<file path="src/hdl/router_cfg.svh">
`ifndef ROUTER_CFG_SVH
`define ROUTER_CFG_SVH

// Word is one class bit over five payload bits
`define ROUTER_WORD_W 6

// Words per FIFO
`define ROUTER_DEPTH 8

// Read and write pointer width
`define ROUTER_ADDR_W 3

// Level and threshold width, holds 0 up to ROUTER_DEPTH
`define ROUTER_LVL_W 4

`endif

</file>
<file path="src/hdl/router_pkg.sv">
`include "router_cfg.svh"

package router_pkg;

	typedef logic [`ROUTER_WORD_W-1:0] word_t;

	typedef logic [`ROUTER_LVL_W-1:0] lvl_t;	// Fill level and thresholds

	typedef enum logic {
		CLASS_0 = 1'b0,
		CLASS_1 = 1'b1
	} word_class_t;

	typedef enum logic [1:0] {
		CTRL_RESET  = 2'd0,
		CTRL_INIT   = 2'd1,
		CTRL_IDLE   = 2'd2,
		CTRL_ACTIVE = 2'd3
	} ctrl_state_t;

	// Class sits in the top bit of the word
	function automatic word_class_t class_of(input word_t w);
		return word_class_t'(w[`ROUTER_WORD_W-1]);
	endfunction

endpackage

</file>
<file path="src/hdl/class_demux.sv">
`timescale 1ns/1ps
`include "router_cfg.svh"

module class_demux
	import router_pkg::*;
(
	input  logic clk,
	input  logic reset_L,
	input  word_t head,
	input  logic head_empty,
	output logic head_pop,
	output logic push0,
	output logic push1,
	output word_t word_out,
	input  logic credit_ret0,
	input  logic credit_ret1
);

	localparam lvl_t INIT_CREDIT = lvl_t'(`ROUTER_DEPTH);

	word_class_t head_class;
	lvl_t credit0;	// Free slots in output FIFO 0
	lvl_t credit1;
	logic has_credit;

	// One credit spent per push, one returned per output pop
	function automatic lvl_t credit_next(input lvl_t cnt, input logic take, input logic give);
		case ({take, give})
			2'b10: return cnt - 1'b1;
			2'b01: return cnt + 1'b1;
			default: return cnt;
		endcase
	endfunction

	assign head_class = class_of(head);
	assign has_credit = (head_class == CLASS_1) ? (credit1 != '0) : (credit0 != '0);

	// Head without credit stays put and blocks the words behind it
	assign head_pop = !head_empty && has_credit;
	assign push0 = head_pop && (head_class == CLASS_0);
	assign push1 = head_pop && (head_class == CLASS_1);
	assign word_out = head;	// Both output FIFOs share the data word

	always_ff @(posedge clk) begin
		if (!reset_L) begin
			credit0 <= INIT_CREDIT;
			credit1 <= INIT_CREDIT;
		end else begin
			credit0 <= credit_next(credit0, push0, credit_ret0);
			credit1 <= credit_next(credit1, push1, credit_ret1);
		end
	end

endmodule

</file>
<file path="config.mk">
export PLATFORM = sky130hd
export DESIGN_NAME = class_demux
export DESIGN_NICKNAME = d
export VERILOG_FILES = /design/src/hdl/router_pkg.sv /design/src/hdl/class_demux.sv
export VERILOG_INCLUDE_DIRS = /design/src /design/src/hdl
export SDC_FILE = /design/constraint.sdc
export NUM_CORES = 1
export LEC_CHECK = 0
export BUFFER_PORTS_ARGS = -buffer_cell sky130_fd_sc_hd__buf_2
export CORE_AREA = 2 2 39 41
export CTS_BUF_LIST = sky130_fd_sc_hd__clkbuf_2 sky130_fd_sc_hd__clkbuf_4 sky130_fd_sc_hd__clkbuf_8
export CTS_CLUSTER_DIAMETER = 150
export DETAILED_ROUTE_END_ITERATION = 10
export DIE_AREA = 0 0 41 43
export HOLD_SLACK_MARGIN = 0.02
export PLACE_DENSITY = 0.72
export SYNTH_ARGS = -nofsm -noshare
export SYNTH_HDL_FRONTEND = slang
export SYNTH_SLANG_ARGS = --single-unit
</file>
<file path="constraint.sdc">
create_clock -name clk -period 7.55 [get_ports clk]
set_input_delay 1.51 -clock clk [delete_from_list [all_inputs] [get_ports clk]]
set_output_delay 1.51 -clock clk [all_outputs]
set_load 0.01 [all_outputs]
</file>
==> flow_metrics.tcl, run 1 <==
set metrics [dict create \
    netlist_top_cells_area "dfxtp_1, ha_1, buf_4, fa_1, xnor2_1" \
    ctsResizeCount 0 \
    grt_first_pass_wirelength_mm 1.50 \
    nets 91 \
    die_w_um 41 \
    cts_made_buffers 3 \
    first_pass_iters 4 \
    synthSimpleGateAreaFrac_pct 19.7 \
    hold_class "register to register" \
    maxCapViolCount 0 \
    ys_seq_elements 8 \
    final_common_cell "buf_2" \
    routed_wl_um 875 \
    clk_latency_ns 0.25 \
    relSlewSlack_pct 77.1 \
    arrival_ns 2.28 \
    finalHoldViolCount 0 \
    layout_common_cells "buf_2, dfxtp_1, ha_1" \
    die_y_um 43 \
    rsz0062_at_grt "false" \
    start_util_pct 42.8 \
    clockBufferDepth 2 \
    antenna_found_initial 0 \
    cts_tree "yes" \
    yosys.area.top_type "dfxtp_1" \
    grt_max_degree 11 \
    status "completed" \
    fin_crit_ns 3.79 \
    h-tree-depth 1 \
    drv_slew 0 \
    finClkSkew_ns 0.000138 \
    postLayoutSetupSlackWorst_ns 3.76 \
    synth_area_sq_um 592 \
    postCtsSetupRepairBufs 0 \
    coreArea_sq_um 1380 \
    synthMuxAreaShare_pct 7.19 \
    synth_xor_area_share_pct 5.92 \
    diodes 0 \
    io_pins 20 \
    clk_pin_slew_ns 0.05 \
    first_global_vias 399 \
    dpl.hpwl_um 729 \
    root_buffer "clkbuf_4" \
    synthCells 66 \
    leakage_nw 0.281 \
    total_power_mw 0.162 \
    post_dp_cell_area_sq_um 604 \
    drt-initial-drc-count 2 \
    whs_ns 0.523 \
    finalCritPeriodShare_pct 50.1 \
    wl_per_cell_um 10.2 \
    critPathKind "input pin to output pin" \
    design.die.area_sq_um 1760 \
    worst_slew_pin_slew_ns 0.340 \
    viasPerCell 4.95 \
    pre_cts_slack_ns 3.77 \
    fp-row-count 14 \
    tns_ns 0 \
    max_freq_mhz 264 \
    dp_cells 83 \
    ant_nets 0 \
    synth_top_family_by_area "simple AND/OR/NAND/NOR gates" \
    track_usage_pct 13.0 \
    drc 0 \
    fin_util_pct 45.3 \
    num_vias 426 \
    syn2layout_area_growth_pct 5.92 \
    io_buffers 9 \
    avgSynthCellArea_sq_um 8.97 \
    setup_viol 0 \
    cp_max_fo 3 \
    worst_setup_path_start_kind "input pin" \
    cts.sinks 8 \
    powerDensity_nw_per_um2 258 \
    syn-num-nets 85 \
    postLayoutCellArea_sq_um 627 \
    place.gp.congestion 0.710 \
    synth_adder_area_share_pct 19.5 \
    layout.cells.non_filler 86 \
    hold_buffers 0 \
    grt-ovfl-total 0 \
    yosys.area.top_type_share_pct 27.1 \
    synthDistinctLibCells 22 \
    drive_gt1_share_pct 21.4 \
    yosys_warnings 0 \
    synth-compound-area-share_pct 9.30 \
    max-vdd-ir-drop_uv 122 \
    end_kind "output pin" \
    ys_seq_area_share_pct 27.1 \
    required_ns 6.04 \
]
[synthesized netlist by cell type]
library cell / n
nand2_1: 4
or3b_2: 1
a21oi_1: 2
or3_1: 1
fa_1: 2
ha_1: 6
inv_1: 4
and2_1: 4
nor2b_1: 3
nand2b_1: 2
clkbuf_1: 2
nor2_1: 2
xnor2_1: 4
o21ai_0: 2
a31oi_1: 2
nand3_1: 2
dfxtp_1: 8
a211oi_1: 3
mux2_2: 2
nor4_1: 2
mux2i_1: 2
buf_4: 6
[layer usage]
metal | vias up | GRT usage [%] | part of all wire (%)
li1 | 230 | - | -
met1 | 181 | 13.8 | 41
met2 | 8 | 19.1 | 49
met3 | 7 | 4.71 | 5.7
met4 | 0 | 11.3 | 3.9
met5 | - | 0 | 0
[cell type report]
type | instances | area [sq um]
Clock buffer | 3 | 22.5
Fill cell | 140 | 757
Inverter | 4 | 15.0
Multi-Input combinational cell | 46 | 364
Sequential cell | 8 | 160
Tap cell | 16 | 20.0
Timing Repair Buffer | 9 | 45.0
[power by group]
| group | total, mW | internal [mW] | switching, mW | leakage [nW] |
|---|---|---|---|---|
| clock | 0.0316 | 0.0181 | 0.0135 | 0.0138 |
| sequential | 0.0650 | 0.0537 | 0.0114 | 0.0663 |
| combinational | 0.0650 | 0.0353 | 0.0297 | 0.200 |
| total | 0.162 | 0.107 | 0.0546 | 0.281 |
[worst max-delay path, stage by stage]
cell and delay [ns]:
buf_2 0.11, or3b_2 0.47, inv_1 0.07, buf_2 0.12
[cells by family after synthesis]
| logic type | after synthesis |
|---|---|
| flip-flops | 8 |
| AND/OR/NAND/NOR | 21 |
| AO/OA/AOI/OAI | 9 |
| XOR/XNOR | 4 |
| buffers and inverters | 12 |
| adder cells (fa/ha/maj) | 8 |
| multiplexers | 4 |
[state kept, by name (all words and copies together), names as in the netlist]
signal,flops
credit0,4
credit1,4
[worst paths after layout]
kind | startpoint | to | slack (ns) | cells past startpoint
max reg2reg | credit1[0] | credit1[3] | 5.01 | 9
min | credit1[3] | credit1[3] | 0.52 | 2
min reg2reg | credit1[3] | credit1[3] | 0.52 | 2
max | head_empty | push1 | 3.76 | 4
Power figures use the tool's default switching activity.
==> run 2, diff against run 1 <==
--- a/config.mk
+++ b/config.mk
@@ -6,14 +6,15 @@
 export SDC_FILE = /design/constraint.sdc
 export NUM_CORES = 1
 export LEC_CHECK = 0
+export ABC_AREA = 1
 export BUFFER_PORTS_ARGS = -buffer_cell sky130_fd_sc_hd__buf_2
-export CORE_AREA = 2 2 39 41
+export CORE_MARGIN = 1
+export CORE_UTILIZATION = 48
 export CTS_BUF_LIST = sky130_fd_sc_hd__clkbuf_2 sky130_fd_sc_hd__clkbuf_4 sky130_fd_sc_hd__clkbuf_8
 export CTS_CLUSTER_DIAMETER = 150
 export DETAILED_ROUTE_END_ITERATION = 10
-export DIE_AREA = 0 0 41 43
 export HOLD_SLACK_MARGIN = 0.02
-export PLACE_DENSITY = 0.72
+export PLACE_DENSITY = 0.76
 export SYNTH_ARGS = -nofsm -noshare
 export SYNTH_HDL_FRONTEND = slang
 export SYNTH_SLANG_ARGS = --single-unit
==> constraint.sdc (replaced) <==
create_clock -name clk -period 3.7 [get_ports clk]
set_input_delay 0.74 -clock clk [delete_from_list [all_inputs] [get_ports clk]]
set_output_delay 0.74 -clock clk [all_outputs]
set_load 0.01 [all_outputs]
==> run 2 against run 1 <==
Against the previous run:
- synthesized cell count rose by 39%
- utilization rose by 13 points
- via count rose by 25%
- non-clock buffer count did not move
- total power rose by 82%
- highest routed layer unchanged
==> flow_metrics.tcl, run 2 <==
set metrics [dict create \
    status "completed" \
    first_global_vias 451 \
    drv_slew 0 \
    final_common_cell "nand2_1" \
    reg_top3 "credit0: 4 flops, credit1: 4 flops" \
    maxCapViolCount 0 \
    postCtsSetupRepairBufs 0 \
    worst_slew_pin_slew_ns 0.213 \
    wl_per_cell_um 8.56 \
    coreArea_sq_um 1170 \
    drive_gt1_share_pct 16.3 \
    clk_pin_slew_ns 0.05 \
    finClkSkew_ns 0.00606 \
    cp_max_fo 3 \
    yosys_warnings 0 \
    max_freq_mhz 470 \
    io_pins 20 \
    synth-edff-count 0 \
    nets 119 \
    synthDistinctLibCells 15 \
    root_buffer "clkbuf_4" \
    first_pass_iters 4 \
    yosys.area.top_type "dfxtp_1" \
    dpl.hpwl_um 817 \
    drc 0 \
    diodes 0 \
    antenna_found_initial 0 \
    worst_setup_path_start_kind "input pin" \
    avgSynthCellArea_sq_um 6.92 \
    num_vias 533 \
    cts_made_buffers 3 \
    hold_class "register to register" \
    setup_viol 0 \
    netlist_top_cells_area "dfxtp_1, ha_1, nand2_1, inv_1, nor2_1" \
    finalCritPeriodShare_pct 57.6 \
    critPathKind "input pin to output pin" \
    ctsResizeCount 0 \
    yosysMostFrequentCell "nand2_1" \
    drt-initial-drc-count 7 \
    leakage_nw 0.406 \
    cts.sinks 8 \
    syn2layout_area_growth_pct 6.29 \
    synth.top_cells.by_count "nand2_1, inv_1, nor2_1" \
    ys_seq_area_share_pct 25.1 \
    place.gp.congestion 0.816 \
    design.die.area_sq_um 1480 \
    h-tree-depth 1 \
    synthFlopType "dfxtp_1" \
    start_util_pct 54.4 \
    ant_nets 0 \
    end_kind "output pin" \
    relSlewSlack_pct 85.8 \
    cts_tree "yes" \
    track_usage_pct 16.4 \
    clk_latency_ns 0.25 \
    io_buffers 9 \
    powerDensity_nw_per_um2 436 \
    required_ns 2.96 \
    clockBufferDepth 2 \
    tns_ns 0 \
    yosys.area.top_type_share_pct 25.1 \
    grt-ovfl-total 0 \
    grt_max_degree 7 \
    viasPerCell 4.76 \
    arrival_ns 1.39 \
    ys_seq_elements 8 \
    die_y_um 38.4 \
    routed_wl_um 959 \
    fin_util_pct 57.8 \
    nFillCells 118 \
    die_w_um 38.4 \
    fin_crit_ns 2.13 \
    max-vdd-ir-drop_uv 268 \
    synthCells 92 \
    layout_common_cells "nand2_1, inv_1, nor2_1" \
    reg2reg_slack_ns 1.80 \
    syn-num-nets 111 \
    fp-row-count 12 \
    finalHoldViolCount 0 \
    dp_cells 109 \
    synth_area_sq_um 637 \
    total_power_mw 0.295 \
    layout.cells.non_filler 112 \
    async_flop_share_pct 0 \
    rsz0062_at_grt "false" \
    hold_buffers 0 \
    grt_first_pass_wirelength_mm 1.69 \
]
## run 2: logic make-up after synthesis
group           synth area share (%)
xor+xnor                        5.50
fa+ha+maj                       18.1
compound gates                  5.50
flops                           25.1
buf+inv                         17.1
simple gates                    28.7
## run 2: stage by stage
stage / hold WS (ns) / area (sq um) / setup WS (ns)
detailed placement: 0.491 / 654 / 1.30
CTS: 0.505 / 677 / 1.56
global placement: 0.488 / 654 / 1.34
floorplan: 0.461 / 637 / 1.57
global route: 0.519 / 677 / 1.43
finish: 0.501 / 677 / 1.57
## run 2: worst max-delay path, cell delays in order
cell and delay, ns:
buf_2 0.12, inv_1 0.10, nand3_1 0.10, nand2_1 0.07, inv_1 0.03, nand2_1 0.07, inv_1 0.04, buf_2 0.13
## run 2: layer usage
layer	wire [um]	global-route usage, %	vias to the layer above
met5	0	0	-
met4	14	3.45	0
met1	471	19.4	226
met3	69	6.98	4
met2	403	27.5	16
li1	-	-	287
## run 2: layout make-up
type | count | area (sq um) | share of cell area [%]
timing repair buffer | 9 | 45.0 | 6.65
tap | 14 | 17.5 | 2.59
clock buffer | 3 | 22.5 | 3.33
sequential | 8 | 160 | 23.7
multi-input combinational | 61 | 368 | 54.3
inverter | 17 | 63.8 | 9.43
## run 2: power by group
part / leakage, nW / total (mW) / internal [mW] / switching (mW)
Clock: 0.0138 / 0.0656 / 0.0370 / 0.0285
Combinational: 0.326 / 0.110 / 0.0494 / 0.0608
Sequential: 0.0667 / 0.119 / 0.102 / 0.0169
Total: 0.406 / 0.295 / 0.189 / 0.106
## run 2: path summary, 6_finish.rpt
path	startpoint	endpoint	depth (start not counted)
worst min register to register	credit1[3]	credit1[3]	2
worst max register to register	credit0[1]	credit0[3]	13
worst min-delay path	credit1[3]	credit1[3]	2
worst max-delay path	head[5]	push0	8
